[src/source/serial_pkg.sv]
package serial_pkg;

   // one instruction, address or data word
   typedef logic [31:0] word_t;

   // widths of the bit counter and of a register index
   localparam int CNT_W      = 5;
   localparam int REG_ADDR_W = 5;

   // INIT is the first pass of branches, SLT and SW, WAIT holds a data-bus cycle
   typedef enum logic [1:0] {IDLE, INIT, RUN, WAIT} state_t;

   // opcode field, instruction bits 6:2
   typedef enum logic [4:0] {
      OPC_OPIMM  = 5'b00100,
      OPC_AUIPC  = 5'b00101,
      OPC_STORE  = 5'b01000,
      OPC_OP     = 5'b01100,
      OPC_LUI    = 5'b01101,
      OPC_BRANCH = 5'b11000,
      OPC_JAL    = 5'b11011
   } opcode_t;

   // alu result select
   typedef enum logic [1:0] {ALU_ADD, ALU_LT, ALU_BOOL} alu_sel_t;

   // boolean op, straight from funct3[1:0]
   typedef enum logic [1:0] {BOOL_XOR = 2'b00, BOOL_OR = 2'b10, BOOL_AND = 2'b11} bool_op_t;

   // where rd gets its bit from
   typedef enum logic [1:0] {RD_ALU, RD_PC, RD_IMM} rd_src_t;

endpackage

[src/source/alu_ctrl_if.sv]
`timescale 1ns/1ps
interface alu_ctrl_if;
   import serial_pkg::*;

   logic     en;
   logic     init;
   logic     sub;
   bool_op_t bool_op;
   logic     cmp_eq;
   logic     cmp_uns;
   alu_sel_t rd_sel;
   logic     op_b_imm;
   // compare result going back to the decoder
   logic     cmp;

   modport decode (
      output en, init, sub, bool_op, cmp_eq, cmp_uns, rd_sel, op_b_imm,
      input  cmp
   );

   modport alu (
      input  en, init, sub, bool_op, cmp_eq, cmp_uns, rd_sel, op_b_imm,
      output cmp
   );

endinterface

[src/source/serial_decode.sv]
`timescale 1ns/1ps
module serial_decode (
   input  logic                                clk,
   input  logic                                i_rst,
   input  logic                                i_ibus_ack,
   input  serial_pkg::word_t                   i_ibus_rdt,
   input  logic                                i_rf_ready,
   input  logic                                i_dbus_ack,
   output logic [serial_pkg::CNT_W-1:0]        o_cnt,
   output logic                                o_cnt_done,
   output logic                                o_rf_rs_en,
   output logic                                o_rf_rd_en,
   output logic [serial_pkg::REG_ADDR_W-1:0]   o_rf_rd_addr,
   output logic [serial_pkg::REG_ADDR_W-1:0]   o_rf_rs1_addr,
   output logic [serial_pkg::REG_ADDR_W-1:0]   o_rf_rs2_addr,
   output logic                                o_imm,
   output serial_pkg::rd_src_t                 o_rd_sel_src,
   output logic                                o_pc_en,
   output logic                                o_jump,
   output logic                                o_bufreg_en,
   output logic                                o_dbus_cyc,
   alu_ctrl_if.decode                          alu
);
   import serial_pkg::*;

   state_t     state;
   opcode_t    opcode;
   logic [2:0] funct3;
   logic       op30;
   word_t      imm;
   logic       fetched;
   logic       taken_r;
   logic       cnt_en;
   logic       op_or_opimm;
   logic       slt_op;
   logic       branch_op;
   logic       store_op;
   logic       two_stage;
   logic       take_branch;

   assign op_or_opimm = (opcode == OPC_OP) || (opcode == OPC_OPIMM);
   assign slt_op      = op_or_opimm && (funct3[2:1] == 2'b01);
   assign branch_op   = (opcode == OPC_BRANCH);
   assign store_op    = (opcode == OPC_STORE);
   // these need a first pass before the pc or rd can be touched
   assign two_stage   = slt_op || branch_op || store_op;

   assign cnt_en     = (state == INIT) || (state == RUN);
   assign o_cnt_done = cnt_en && (&o_cnt);
   assign o_imm      = imm[0];

   assign alu.en       = cnt_en;
   assign alu.init     = (state == INIT);
   assign alu.sub      = (opcode == OPC_OP) && op30;
   assign alu.bool_op  = bool_op_t'(funct3[1:0]);
   assign alu.cmp_eq   = (funct3[2:1] == 2'b00);
   // sltu, sltiu, bltu and bgeu
   assign alu.cmp_uns  = (funct3[1:0] == 2'b11) || (funct3[2:1] == 2'b11);
   assign alu.op_b_imm = (opcode == OPC_OPIMM);

   always_comb begin
      if (funct3 == 3'b000) begin
         alu.rd_sel = ALU_ADD;
      end else if (funct3[2:1] == 2'b01) begin
         alu.rd_sel = ALU_LT;
      end else begin
         alu.rd_sel = ALU_BOOL;
      end
   end

   // beq, blt, bltu take on a true compare; bne, bge, bgeu on a false one
   assign take_branch = branch_op && (alu.cmp ^ funct3[0]);

   assign o_jump      = (opcode == OPC_JAL) || taken_r;
   assign o_pc_en     = (state == RUN) || ((state == INIT) && store_op);
   assign o_rf_rs_en  = fetched || cnt_en;
   assign o_rf_rd_en  = (state == RUN) && (op_or_opimm || (opcode == OPC_LUI) ||
                        (opcode == OPC_AUIPC) || (opcode == OPC_JAL));
   assign o_bufreg_en = (state == INIT) && store_op;
   assign o_dbus_cyc  = (state == WAIT);

   always_comb begin
      case (opcode)
         OPC_LUI:   o_rd_sel_src = RD_IMM;
         OPC_AUIPC: o_rd_sel_src = RD_PC;
         OPC_JAL:   o_rd_sel_src = RD_PC;
         default:   o_rd_sel_src = RD_ALU;
      endcase
   end

   // instruction fields are latched and the immediate rotates LSB first while counting
   always_ff @(posedge clk) begin
      if (i_ibus_ack) begin
         opcode        <= opcode_t'(i_ibus_rdt[6:2]);
         funct3        <= i_ibus_rdt[14:12];
         op30          <= i_ibus_rdt[30];
         o_rf_rd_addr  <= i_ibus_rdt[11:7];
         o_rf_rs1_addr <= i_ibus_rdt[19:15];
         o_rf_rs2_addr <= i_ibus_rdt[24:20];
         case (i_ibus_rdt[6:2])
            OPC_LUI, OPC_AUIPC: begin
               imm <= {i_ibus_rdt[31:12], 12'b0};
            end
            OPC_JAL: begin
               imm <= {{12{i_ibus_rdt[31]}}, i_ibus_rdt[19:12], i_ibus_rdt[20],
                       i_ibus_rdt[30:21], 1'b0};
            end
            OPC_BRANCH: begin
               imm <= {{20{i_ibus_rdt[31]}}, i_ibus_rdt[7], i_ibus_rdt[30:25],
                       i_ibus_rdt[11:8], 1'b0};
            end
            OPC_STORE: begin
               imm <= {{21{i_ibus_rdt[31]}}, i_ibus_rdt[30:25], i_ibus_rdt[11:7]};
            end
            default: begin
               imm <= {{21{i_ibus_rdt[31]}}, i_ibus_rdt[30:20]};
            end
         endcase
      end else if (cnt_en) begin
         imm <= {imm[0], imm[31:1]};
      end
   end

   always_ff @(posedge clk) begin
      if (i_rst) begin
         state   <= IDLE;
         o_cnt   <= '0;
         fetched <= 1'b0;
         taken_r <= 1'b0;
      end else begin
         if (cnt_en) begin
            o_cnt <= o_cnt + 1'b1;
         end
         if (i_ibus_ack) begin
            fetched <= 1'b1;
            taken_r <= 1'b0;
         end
         case (state)
            IDLE: begin
               if (fetched && i_rf_ready) begin
                  fetched <= 1'b0;
                  state   <= two_stage ? INIT : RUN;
               end
            end
            INIT: begin
               // compare is complete on the last bit of the first pass
               if (o_cnt_done) begin
                  taken_r <= take_branch;
                  state   <= store_op ? WAIT : RUN;
               end
            end
            RUN: begin
               if (o_cnt_done) begin
                  state <= IDLE;
               end
            end
            WAIT: begin
               if (i_dbus_ack) begin
                  state <= IDLE;
               end
            end
            default: state <= IDLE;
         endcase
      end
   end

   // counter parks at zero between phases, and only a store ever waits on the data bus
   a_state_legal: assert property (@(posedge clk) disable iff (i_rst)
      !cnt_en |-> (o_cnt == '0) && ((state != WAIT) || store_op));

   // no instruction may land while the store still owns the data bus
   a_dbus_excl: assert property (@(posedge clk) disable iff (i_rst)
      o_dbus_cyc |-> !i_ibus_ack);

endmodule

[src/source/serial_alu.sv]
`timescale 1ns/1ps
module serial_alu (
   input  logic    clk,
   alu_ctrl_if.alu ctl,
   input  logic    i_rs1,
   input  logic    i_rs2,
   input  logic    i_imm,
   output logic    o_rd
);
   import serial_pkg::*;

   logic op_b;
   logic b_inv;
   logic c_in;
   logic sum;
   logic c_out;
   logic carry_r;
   logic en_q;
   logic init_q;
   logic start;
   logic first_run;
   logic eq_prev;
   logic lt_prev;
   logic eq_now;
   logic lt_uns_now;
   logic lt_sgn_now;
   logic cmp_now;
   logic eq_r;
   logic lt_r;
   logic cmp_r;
   logic bool_res;

   assign op_b = ctl.op_b_imm ? i_imm : i_rs2;

   // carry restarts on the first bit of a pass, subtract adds the inverted operand plus one
   assign b_inv = op_b ^ ctl.sub;
   assign c_in  = en_q ? carry_r : ctl.sub;
   assign sum   = i_rs1 ^ b_inv ^ c_in;
   assign c_out = (i_rs1 & b_inv) | (c_in & (i_rs1 ^ b_inv));

   assign start     = ctl.init && !init_q;
   assign first_run = ctl.en && !ctl.init && init_q;

   // each bit is treated as if it were the msb, so the last one settles the answer
   assign eq_prev    = start ? 1'b1 : eq_r;
   assign lt_prev    = start ? 1'b0 : lt_r;
   assign eq_now     = eq_prev & (i_rs1 ~^ op_b);
   assign lt_uns_now = (~i_rs1 & op_b) | ((i_rs1 ~^ op_b) & lt_prev);
   assign lt_sgn_now = (i_rs1 & ~op_b) | ((i_rs1 ~^ op_b) & lt_prev);
   assign cmp_now    = ctl.cmp_eq ? eq_now : (ctl.cmp_uns ? lt_uns_now : lt_sgn_now);
   assign ctl.cmp    = cmp_now;

   always_comb begin
      case (ctl.bool_op)
         BOOL_OR:  bool_res = i_rs1 | op_b;
         BOOL_AND: bool_res = i_rs1 & op_b;
         default:  bool_res = i_rs1 ^ op_b;
      endcase
   end

   // slt writes the compare into bit 0 and zeros above it
   always_comb begin
      case (ctl.rd_sel)
         ALU_LT:   o_rd = first_run & cmp_r;
         ALU_BOOL: o_rd = bool_res;
         default:  o_rd = sum;
      endcase
   end

   always_ff @(posedge clk) begin
      en_q   <= ctl.en;
      init_q <= ctl.init;
      if (ctl.en) begin
         carry_r <= c_out;
         eq_r    <= eq_now;
         lt_r    <= lt_uns_now;
         cmp_r   <= cmp_now;
      end
   end

endmodule

[src/source/serial_regfile.sv]
`timescale 1ns/1ps
module serial_regfile (
   input  logic                              clk,
   input  logic                              i_rst,
   input  logic                              i_rs_en,
   input  logic                              i_rd_en,
   input  logic [serial_pkg::REG_ADDR_W-1:0] i_rd_addr,
   input  logic [serial_pkg::REG_ADDR_W-1:0] i_rs1_addr,
   input  logic [serial_pkg::REG_ADDR_W-1:0] i_rs2_addr,
   input  logic [serial_pkg::CNT_W-1:0]      i_cnt,
   input  logic                              i_rd,
   output logic                              o_rs1,
   output logic                              o_rs2,
   output logic                              o_ready
);
   import serial_pkg::*;

   localparam int IDX_W = REG_ADDR_W + CNT_W;

   // one bit per entry, index is {register, bit}
   logic mem [0:2**IDX_W-1];
   logic rs_en_q;

   always_ff @(posedge clk) begin
      if (i_rd_en && (i_rd_addr != '0)) begin
         mem[{i_rd_addr, i_cnt}] <= i_rd;
      end
   end

   // x0 is never written, so its reads are forced low here
   assign o_rs1 = i_rs_en && (i_rs1_addr != '0) && mem[{i_rs1_addr, i_cnt}];
   assign o_rs2 = i_rs_en && (i_rs2_addr != '0) && mem[{i_rs2_addr, i_cnt}];

   // ready one cycle after a new read request opens
   always_ff @(posedge clk) begin
      if (i_rst) begin
         rs_en_q <= 1'b0;
         o_ready <= 1'b0;
      end else begin
         rs_en_q <= i_rs_en;
         o_ready <= i_rs_en && !rs_en_q;
      end
   end

   // rd is written LSB first without gaps, so a bit of rs1 == rd is read before it changes
   a_wr_order: assert property (@(posedge clk) disable iff (i_rst)
      i_rd_en && (i_cnt != '0) |-> $past(i_rd_en) && ($past(i_cnt) == i_cnt - 1'b1));

endmodule

[src/source/serial_bufreg.sv]
`timescale 1ns/1ps
module serial_bufreg (
   input  logic                         clk,
   input  logic                         i_en,
   input  logic [serial_pkg::CNT_W-1:0] i_cnt,
   input  logic                         i_rs1,
   input  logic                         i_rs2,
   input  logic                         i_imm,
   output serial_pkg::word_t            o_dbus_adr,
   output serial_pkg::word_t            o_dbus_dat
);
   import serial_pkg::*;

   word_t adr_q;
   logic  c_in;
   logic  c_out;
   logic  sum;
   logic  carry_r;

   // rs1 + imm, one bit per cycle
   assign c_in  = (i_cnt != '0) && carry_r;
   assign sum   = i_rs1 ^ i_imm ^ c_in;
   assign c_out = (i_rs1 & i_imm) | (c_in & (i_rs1 ^ i_imm));

   always_ff @(posedge clk) begin
      if (i_en) begin
         carry_r    <= c_out;
         adr_q      <= {sum, adr_q[31:1]};
         o_dbus_dat <= {i_rs2, o_dbus_dat[31:1]};
      end
   end

   // word stores only
   assign o_dbus_adr = {adr_q[31:2], 2'b00};

endmodule

[src/source/serial_ctrl.sv]
`timescale 1ns/1ps
module serial_ctrl #(
   parameter serial_pkg::word_t RESET_PC = '0
) (
   input  logic                         clk,
   input  logic                         i_rst,
   input  logic                         i_pc_en,
   input  logic                         i_jump,
   input  logic [serial_pkg::CNT_W-1:0] i_cnt,
   input  logic                         i_imm,
   input  logic                         i_fetch,
   input  logic                         i_ibus_ack,
   output logic                         o_ibus_cyc,
   output serial_pkg::word_t            o_ibus_adr,
   output logic                         o_pc_bit
);

   logic boot;
   logic b4;
   logic c4_in;
   logic c4_out;
   logic c4_q;
   logic sum4;
   logic cimm_in;
   logic cimm_out;
   logic cimm_q;
   logic sumimm;

   // the pc doubles as the fetch address and rotates through bit 0
   assign b4     = (i_cnt == 2);
   assign c4_in  = (i_cnt != '0) && c4_q;
   assign sum4   = o_ibus_adr[0] ^ b4 ^ c4_in;
   assign c4_out = (o_ibus_adr[0] & b4) | (c4_in & (o_ibus_adr[0] ^ b4));

   assign cimm_in  = (i_cnt != '0) && cimm_q;
   assign sumimm   = o_ibus_adr[0] ^ i_imm ^ cimm_in;
   assign cimm_out = (o_ibus_adr[0] & i_imm) | (cimm_in & (o_ibus_adr[0] ^ i_imm));

   // jal links pc+4, auipc writes pc+imm
   assign o_pc_bit = i_jump ? sum4 : sumimm;

   always_ff @(posedge clk) begin
      if (i_rst) begin
         o_ibus_adr <= RESET_PC;
         o_ibus_cyc <= 1'b0;
         boot       <= 1'b1;
         c4_q       <= 1'b0;
         cimm_q     <= 1'b0;
      end else begin
         boot <= 1'b0;
         if (i_ibus_ack) begin
            o_ibus_cyc <= 1'b0;
         end else if (i_fetch || boot) begin
            o_ibus_cyc <= 1'b1;
         end
         if (i_pc_en) begin
            o_ibus_adr <= {(i_jump ? sumimm : sum4), o_ibus_adr[31:1]};
            c4_q       <= c4_out;
            cimm_q     <= cimm_out;
         end
      end
   end

   // fetch address held steady for the whole bus cycle
   a_ibus_hold: assert property (@(posedge clk) disable iff (i_rst)
      o_ibus_cyc && !i_ibus_ack |=> o_ibus_cyc && $stable(o_ibus_adr));

endmodule

[src/source/serial_core.sv]
`timescale 1ns/1ps
module serial_core #(
   parameter serial_pkg::word_t RESET_PC = '0
) (
   input  logic              clk,
   input  logic              i_rst,
   output logic              o_ibus_cyc,
   output serial_pkg::word_t o_ibus_adr,
   input  logic              i_ibus_ack,
   input  serial_pkg::word_t i_ibus_rdt,
   output logic              o_dbus_cyc,
   output logic              o_dbus_we,
   output serial_pkg::word_t o_dbus_adr,
   output serial_pkg::word_t o_dbus_dat,
   input  logic              i_dbus_ack
);
   import serial_pkg::*;

   logic [CNT_W-1:0]      cnt;
   logic                  cnt_done;
   logic                  rs_en;
   logic                  rd_en;
   logic [REG_ADDR_W-1:0] rd_addr;
   logic [REG_ADDR_W-1:0] rs1_addr;
   logic [REG_ADDR_W-1:0] rs2_addr;
   logic                  rs1;
   logic                  rs2;
   logic                  rf_ready;
   logic                  imm_bit;
   rd_src_t               rd_sel_src;
   logic                  pc_en;
   logic                  jump;
   logic                  bufreg_en;
   logic                  fetch;
   logic                  pc_bit;
   logic                  alu_rd;
   logic                  rd_bit;

   alu_ctrl_if alu_if ();

   // write-back source for rd
   assign rd_bit = (rd_sel_src == RD_IMM) ? imm_bit :
                   (rd_sel_src == RD_PC)  ? pc_bit  : alu_rd;

   // next fetch after the pc pass, except a store which waits for its ack
   assign fetch     = (cnt_done && pc_en && !bufreg_en) || (o_dbus_cyc && i_dbus_ack);
   assign o_dbus_we = o_dbus_cyc;

   serial_decode u_decode (
      .clk (clk), .i_rst (i_rst), .i_ibus_ack (i_ibus_ack), .i_ibus_rdt (i_ibus_rdt),
      .i_rf_ready (rf_ready), .i_dbus_ack (i_dbus_ack), .o_cnt (cnt), .o_cnt_done (cnt_done),
      .o_rf_rs_en (rs_en), .o_rf_rd_en (rd_en), .o_rf_rd_addr (rd_addr),
      .o_rf_rs1_addr (rs1_addr), .o_rf_rs2_addr (rs2_addr), .o_imm (imm_bit),
      .o_rd_sel_src (rd_sel_src), .o_pc_en (pc_en), .o_jump (jump),
      .o_bufreg_en (bufreg_en), .o_dbus_cyc (o_dbus_cyc), .alu (alu_if.decode)
   );

   serial_alu u_alu (
      .clk (clk), .ctl (alu_if.alu), .i_rs1 (rs1), .i_rs2 (rs2), .i_imm (imm_bit),
      .o_rd (alu_rd)
   );

   serial_regfile u_regfile (
      .clk (clk), .i_rst (i_rst), .i_rs_en (rs_en), .i_rd_en (rd_en), .i_rd_addr (rd_addr),
      .i_rs1_addr (rs1_addr), .i_rs2_addr (rs2_addr), .i_cnt (cnt), .i_rd (rd_bit),
      .o_rs1 (rs1), .o_rs2 (rs2), .o_ready (rf_ready)
   );

   serial_bufreg u_bufreg (
      .clk (clk), .i_en (bufreg_en), .i_cnt (cnt), .i_rs1 (rs1), .i_rs2 (rs2),
      .i_imm (imm_bit), .o_dbus_adr (o_dbus_adr), .o_dbus_dat (o_dbus_dat)
   );

   serial_ctrl #(
      .RESET_PC (RESET_PC)
   ) u_ctrl (
      .clk (clk), .i_rst (i_rst), .i_pc_en (pc_en), .i_jump (jump), .i_cnt (cnt),
      .i_imm (imm_bit), .i_fetch (fetch), .i_ibus_ack (i_ibus_ack),
      .o_ibus_cyc (o_ibus_cyc), .o_ibus_adr (o_ibus_adr), .o_pc_bit (pc_bit)
   );

endmodule

[config.mk]
export PLATFORM = sky130hd
export DESIGN_NAME = serial_core
export DESIGN_NICKNAME = d
export VERILOG_FILES = /design/src/source/serial_pkg.sv /design/src/source/alu_ctrl_if.sv /design/src/source/serial_decode.sv /design/src/source/serial_alu.sv /design/src/source/serial_regfile.sv /design/src/source/serial_bufreg.sv /design/src/source/serial_ctrl.sv /design/src/source/serial_core.sv
export SDC_FILE = /design/constraint.sdc
export NUM_CORES = 2
export LEC_CHECK = 0
export ABC_CLOCK_PERIOD_IN_PS = 33000
export BUFFER_PORTS_ARGS = -buffer_cell sky130_fd_sc_hd__buf_2
export CORE_MARGIN = 2
export CORE_UTILIZATION = 30
export CTS_BUF_LIST = sky130_fd_sc_hd__clkbuf_2 sky130_fd_sc_hd__clkbuf_4 sky130_fd_sc_hd__clkbuf_8
export CTS_CLUSTER_SIZE = 16
export DETAILED_ROUTE_END_ITERATION = 12
export GPL_ROUTABILITY_DRIVEN = 0
export HOLD_SLACK_MARGIN = 0.06
export PLACE_DENSITY_LB_ADDON = 0.25
export SYNTH_ARGS = -nofsm -noshare
export SYNTH_HDL_FRONTEND = slang
export SYNTH_SLANG_ARGS = --single-unit
[constraint.sdc]
create_clock -name clk -period 33 [get_ports clk]
set_input_delay 1.65 -clock clk [delete_from_list [all_inputs] [get_ports clk]]
set_output_delay 1.65 -clock clk [all_outputs]
set_load 0.005 [all_outputs]
Yosys cells after proc, flatten, opt, wreduce, memory -nomap -nowiden. Memory sizes are Yosys's and may differ from the RTL's. Cells that the tools add are included.

Output and inout port bits: 99. RAM bits: 1024. Register bits after elaboration: 174. Word-level logic and storage cells: 178. Input bits: 36. Memories kept: 1.

Bitwise gates (word level): 35. Reduce and logical (&&, ||, !) cells: 52. Equal/unequal tests: 28. Add/subtract/negate cells: 1. Muxes and demuxes: 34.

Memory list: u_regfile.mem (words 1024, bits a word 1, rd ports 2, clocked after Yosys merged registers in 0, wr ports 1, line serial_regfile.sv:21) `logic mem [0:2**IDX_W-1];`.

Operators by type and width (number): $pmux W31 S4 (1); $mux W32 (2); $eq A5 B4 Y1 const B (5); $logic_and A1 B1 Y1 (22); $eq A5 B5 Y1 const B (4); $mux W1 (20); $reduce_bool A5 Y1 (4); $eq A5 B3 Y1 const B (3); $and A1 B1 Y1 (14); $eq A2 B2 Y1 const B (7); $mux W2 (7); $logic_or A1 B1 Y1 (13); $xor A1 B1 Y1 (11); $eq A2 B1 Y1 const B (4); $pmux W2 S4 (1); $or A1 B1 Y1 (7); $reduce_or A2 Y1 (3); $add A5 B1 Y5 const B (1); $eq A5 B2 Y1 const B (1); $reduce_and A5 Y1 (1); $logic_not A1 Y1 (4); $logic_not A2 Y1 (2); $ne A2 B1 Y1 const B (2); $ne A2 B2 Y1 const B (2); 7 further kinds (9).

Logic depth before layout (Yosys ltp).
Depth after elaboration: 15. Gate-level depth with buffers: 22. Depth with buffers taken out: 18.

Cells and area by module. Synthesis repeated with hierarchy kept, for this count alone.

Cell total of the unflattened synthesis: 3833. Area, all modules: 49887.8 sq um.

By module, submodules not included: serial_regfile (cells each 3327, area an instance 43128.9 sq um, instances 1, sequential area each 29828.6 sq um); serial_decode (cells each 260, area an instance 2979.1 sq um, instances 1, sequential area each 1861.8 sq um); serial_bufreg (cells each 73, area an instance 1958.1 sq um, instances 1, sequential area each 1891.8 sq um); serial_ctrl (cells each 127, area an instance 1341.3 sq um, instances 1, sequential area each 720.7 sq um); serial_alu (cells each 39, area an instance 430.4 sq um, instances 1, sequential area each 160.2 sq um); serial_core (cells each 7, area an instance 50.0 sq um, instances 1, sequential area each 0.0 sq um).

Least setup slack after synthesis. Ideal clock, no wire load.

Path kind: register -> register. Start point: register u_decode.o_cnt[1] in the netlist's numbering. End point: memory u_regfile.mem[1000], data pin. Setup time: 5525 ps. Required time: 27475 ps. Arrival: 29934 ps. Path slack: -2459 ps. Path buffers: 3. Period minus slack after synthesis: 35459 ps. Cell stages (with the launch flop): 18. Cells stage by stage: dfxtp_1 > buf_2 > buf_2 > buf_2 > mux2i_1 > o22ai_1 > nor4_1 > nand2_1 > mux4_2 > a2111oi_4 > a211oi_2 > a21boi_1 > a211oi_2 > fa_1 > nor2_1 > a221o_1 > mux2i_1 > a21oi_1.

Longest elaborated chain between the ends: 9. Elaborated cells on any way between the ends: 22. Those cells by class: 1 x eq/ne; 6 x mux; 9 x bitwise; 5 x reduce/logical; 1 x memory.

Ends and longest elaborated chain: start: declaration (line serial_decode.sv:9) `output logic [serial_pkg::CNT_W-1:0] o_cnt,`; start signal: assignment (line serial_decode.sv:132) `o_cnt <= o_cnt + 1'b1;`; $mem_v2 Z1024 W1 (*); $logic_and A1 B1 Y1 (*) (line serial_regfile.sv:32) `assign o_rs2 = i_rs_en && (i_rs2_addr != '0) && mem[{i_rs2_addr, i_cnt}];`; named net rs2 (line serial_core.sv:27) `logic rs2;`; $mux W1 (*) (line serial_alu.sv:33) `assign op_b = ctl.op_b_imm ? i_imm : i_rs2;`; $xor A1 B1 Y1 (line serial_alu.sv:36) `assign b_inv = op_b ^ ctl.sub;`; $xor A1 B1 Y1 (2 in a row) (line serial_alu.sv:38) `assign sum = i_rs1 ^ b_inv ^ c_in;`; $pmux W1 S2 (*) (line serial_alu.sv:63) `case (ctl.rd_sel)`; $mux W1 (*) (line serial_core.sv:43) `(rd_sel_src == RD_PC) ? pc_bit : alu_rd;`; $mux W1 (*) (line serial_core.sv:42) `assign rd_bit = (rd_sel_src == RD_IMM) ? imm_bit :`; named net rd_bit (line serial_core.sv:37) `logic rd_bit;`; end: declaration (line serial_regfile.sv:21).

Mark *: on every way through the listed nets, which the timed path passes. The rest lies on a longest branch.

Worst setup path after layout.
Start point: register u_decode.o_cnt[1] in the netlist's numbering. End point: memory u_regfile.mem[550], data pin.

Longest elaborated chain between the ends: 9. Elaborated cells on any way between the ends: 22. Those cells by class: 1 x eq/ne; 6 x mux; 9 x bitwise; 5 x reduce/logical; 1 x memory.

Ends and longest elaborated chain (line): $mem_v2 Z1024 W1; $logic_and A1 B1 Y1 (serial_regfile.sv:32); $mux W1 (serial_alu.sv:33); $xor A1 B1 Y1 (serial_alu.sv:36); $xor A1 B1 Y1 (2 in a row) (serial_alu.sv:38); $pmux W1 S2 (serial_alu.sv:63); $mux W1 (*) (serial_core.sv:43); $mux W1 (*) (serial_core.sv:42); named net rd_bit (serial_core.sv:37).

Marks and branches as above.

==> impl_metrics.ini <==
[critical_path]
regToRegSetupSlack_ps = 22150
crit_start = u_decode.o_cnt[1]
setup.worst_path.class = flip-flop to flip-flop
cp_top_family = buffers and inverters
worstPathRequired_ps = 33530
start_kind = flip-flop
max_stage_delay_ps = 1020
cp-end-kind = flip-flop
crit_path_frequent_cell = buf_4
arrival_ps = 11380
worst-path-buf-inv = 6
r2r-end = u_regfile.mem[550]
cpMaxStageDelayCell = nor4_1
path_depth = 20
r2r-start = u_decode.o_cnt[1]
crit_path_end = u_regfile.mem[550]
crit_chain = buf_4 -> buf_4 -> buf_12 -> mux2i_1 -> o22ai_1 -> nor4_1 -> nand2_1 -> mux4_2 -> mux4_2 -> nor2_1 -> or3_1 -> ha_1 -> nor2b_1 -> a31oi_1 -> a221o_1 -> mux2i_1 -> a21oi_4 -> buf_4 -> buf_4 -> buf_4
r2r_cells = 20
worstPathMaxFanout = 129

[floorplan]
die_h_um = 411
die_w_um = 411
rows = 149
initial_core_util_pct = 30.2
core_area_mm2 = 0.165
fp.dieArea_mm2 = 0.169
io_pins = 135

[global_route]
grt_max_degree = 284
grt_util_all_layers_pct = 18.2
grt_pass1_vias = 31300
grt_pass1_wl_um = 223000
grt_antenna_before_repair = 4
grt_overflow_total = 0

[worst_hold_path]
hold_path.class = flip-flop to flip-flop

[clock_network]
cts.repair.resized = 0
cts_tree = done
clk_latency_ps = 930
postCtsSetupBuffers = 0
cts_buffer_depth = 3
clock-sinks = 1164
cts.clk_slew.worst_paths_ps = 70
cts_made_buffers = 189
clockRootBuffer = clkbuf_8
postCtsHoldBufs = 0
h-tree-depth = 4

[power]
swShare_pct = 27.2
clkPwrFrac_pct = 35.3
power.switching_mw = 0.964
seqPwrFrac_pct = 51.5
internal-power_mw = 2.58
powerDensity_mw_per_mm2 = 63.2
p_comb_share_pct = 13.2
leakagePower_nw = 16.3
ir_drop_uv = 63.7

[status]
status = complete, no violations

[final_layout]
area.sequential_mm2 = 0.0345
multi_input_area_mm2 = 0.0139
nNetsFinal = 3940
fillCellCount = 16400
area_growth_pct = 12.7
fin_area_mm2 = 0.0561
layout-drive-gt1-share_pct = 14.3

[sta]
hold_viol_final = 0
relSlewSlack_pct = 15.3
rsz0062_at_grt = false
setup_tns_ps = 0
finClkSkew_ps = 55.5
tightestPinTransition_ps = 1260
max_freq_mhz = 92.2
slew_violations = 0
period_share_pct = 32.9
period_needed_ps = 10850
setup_viol = 0

[yosys]
synth_cells = 3844
ys_types = 63
synth.area.top_cells = edfxtp_1 67%, mux2i_1 10%, nor2_1 8.0%, o22ai_1 3.2%, dfxtp_1 2.0%
ys_top_cells_by_count = 1,115 x edfxtp_1, 1,061 x nor2_1, 506 x mux2i_1, 251 x o22ai_1, 240 x clkbuf_1
synth_top_flop_cell = edfxtp_1
synth_area_mm2 = 0.0498
synth_largest_area_cell = edfxtp_1
post-synth-top-count-cell = edfxtp_1
yosysSeqAreaShare_pct = 69.2
synth_top_area_share_pct = 67.2
avgSynthCellArea_um2 = 13.0
async_reset_ff_share_pct = 0
yosys_register_bits = 1164
ys_warn_count = 0
synth_edf_count = 1115

[route]
ant_nets = 0
viasPerCell = 5.14
drt-pass1-iter-count = 5
wl_um = 157000
wl_per_cell_um = 25.3
drt_iter0_markers = 3150
vias = 32000
drc_errors = 0

[placement]
io_buffers = 130
post-dp-hpwl_um = 76900
place_area_mm2 = 0.0524

[run]
drv_cap = 0
-- kinds of logic after synthesis --
family / after synthesis / synth area share (%)
simple gates: 1392 / 11.4
compound gates: 383 / 4.83
buf+inv: 364 / 3.31
fa+ha+maj: 17 / 0.487
xor+xnor: 4 / 0.0704
mux: 519 / 10.7
flops: 1164 / 69.2
other cells: 1 / 0.00753
-- metrics by stage --
stage | hold WS (ps) | utilization, % | setup slack (ps) | total power [mW] | instances
final | 389 | 34.0 | 22150 | 3.55 | 6223
after CTS | 389 | 34.0 | 22310 | 3.58 | 6220
after detailed placement | 390 | 31.8 | 22340 | 2.32 | 5885
after floorplan | 373 | - | 11740 | 2.30 | 3845
after global placement | 381 | 31.8 | 22470 | 2.32 | 5885
after global routing | 406 | 34.0 | 21560 | 3.67 | 6222
-- cell type report --
class                   instances  area share, %
well taps                    2189           4.88
clock buffers                 278           5.90
clock inverters                57          0.684
flip-flops and latches       1164           61.4
inverters                      17          0.114
multi-input cells            2317           24.8
repair buffers                198           2.16
diodes                          3         0.0134
-- per-layer routing --
metal | vias to the layer above | wire length [um] | GRT usage [%] | share of wire, %
met3 | 218 | 11500 | 3.28 | 7.3
met5 | - | 0 | 0 | 0
met4 | 0 | 3690 | 5.30 | 2.3
li1 | 14000 | - | - | -
met2 | 1164 | 73900 | 29.4 | 47
met1 | 16600 | 68300 | 25.1 | 43
-- worst min path at each step --
| stage | from | slack (ps) | to | depth (start not counted) |
|---|---|---|---|---|
| floorplan | u_regfile.rs_en_q | 370 | u_regfile.o_ready | 1 |
| global placement | u_regfile.rs_en_q | 380 | u_regfile.o_ready | 1 |
| detailed placement | u_regfile.rs_en_q | 390 | u_regfile.o_ready | 1 |
| CTS | u_regfile.rs_en_q | 390 | u_regfile.o_ready | 1 |
| global route | u_regfile.rs_en_q | 410 | u_regfile.o_ready | 1 |
| finish | u_regfile.rs_en_q | 390 | u_regfile.o_ready | 1 |
-- worst register-to-register path, stage by stage (launching register included) --
cell and delay [ps]:
dfxtp_4 830, buf_4 730, buf_4 800, buf_12 710, mux2i_1 450, o22ai_1 120
nor4_1 1020, nand2_1 120, mux4_2 510, mux4_2 480, nor2_1 90, or3_1 320
ha_1 320, nor2b_1 140, a31oi_1 140, a221o_1 170, mux2i_1 100, a21oi_4 380
buf_4 880, buf_4 1040, buf_4 1050
-- placed cells by master, fill, tap and decap left out, drive strengths merged, types with 6 or more instances in the layout --
master / netlist / final
nor2b: 9 / 9
and2: 7 / 7
a21boi: 6 / 6
inv: 17 / 26
nand2: 176 / 176
a31oi: 14 / 14
mux4: 11 / 11
nor2: 1061 / 1061
nand2b: 7 / 7
o22ai: 251 / 251
clkinv: 0 / 42
edfxtp: 1115 / 1115
a21oi: 72 / 72
dfxtp: 49 / 49
buf: 107 / 198
nand3: 18 / 18
ha: 13 / 13
clkbuf: 240 / 278
o2bb2ai: 6 / 6
nor3: 9 / 9
nor4: 61 / 61
nand4bb: 6 / 6
mux2i: 506 / 506
o21ai: 6 / 6
-- registers in the layout, indices dropped and copies added, names as in the netlist, 2 cells and up --
| register | count |
|---|---|
| u_decode.o_rf_rs2_addr | 5 |
| u_decode.state | 2 |
| u_decode.funct3 | 3 |
| u_regfile.mem | 992 |
| u_decode.o_rf_rs1_addr | 5 |
| u_decode.o_cnt | 5 |
| u_decode.opcode | 5 |
| u_bufreg.o_dbus_dat | 32 |
| u_ctrl.o_ibus_adr | 32 |
| u_decode.imm | 32 |
| u_bufreg.adr_q | 30 |
| u_decode.o_rf_rd_addr | 5 |
-- power by group through the flow --
stage	clock [mW]	combinational, mW	sequential [mW]
3_5_place_dp	0	0.468	1.86
3_3_place_gp	0	0.462	1.86
5_1_grt	1.34	0.503	1.83
2_1_floorplan	0	0.301	2.00
4_1_cts	1.28	0.469	1.83
6_report	1.25	0.468	1.83
Power figures use the tool's default switching activity.
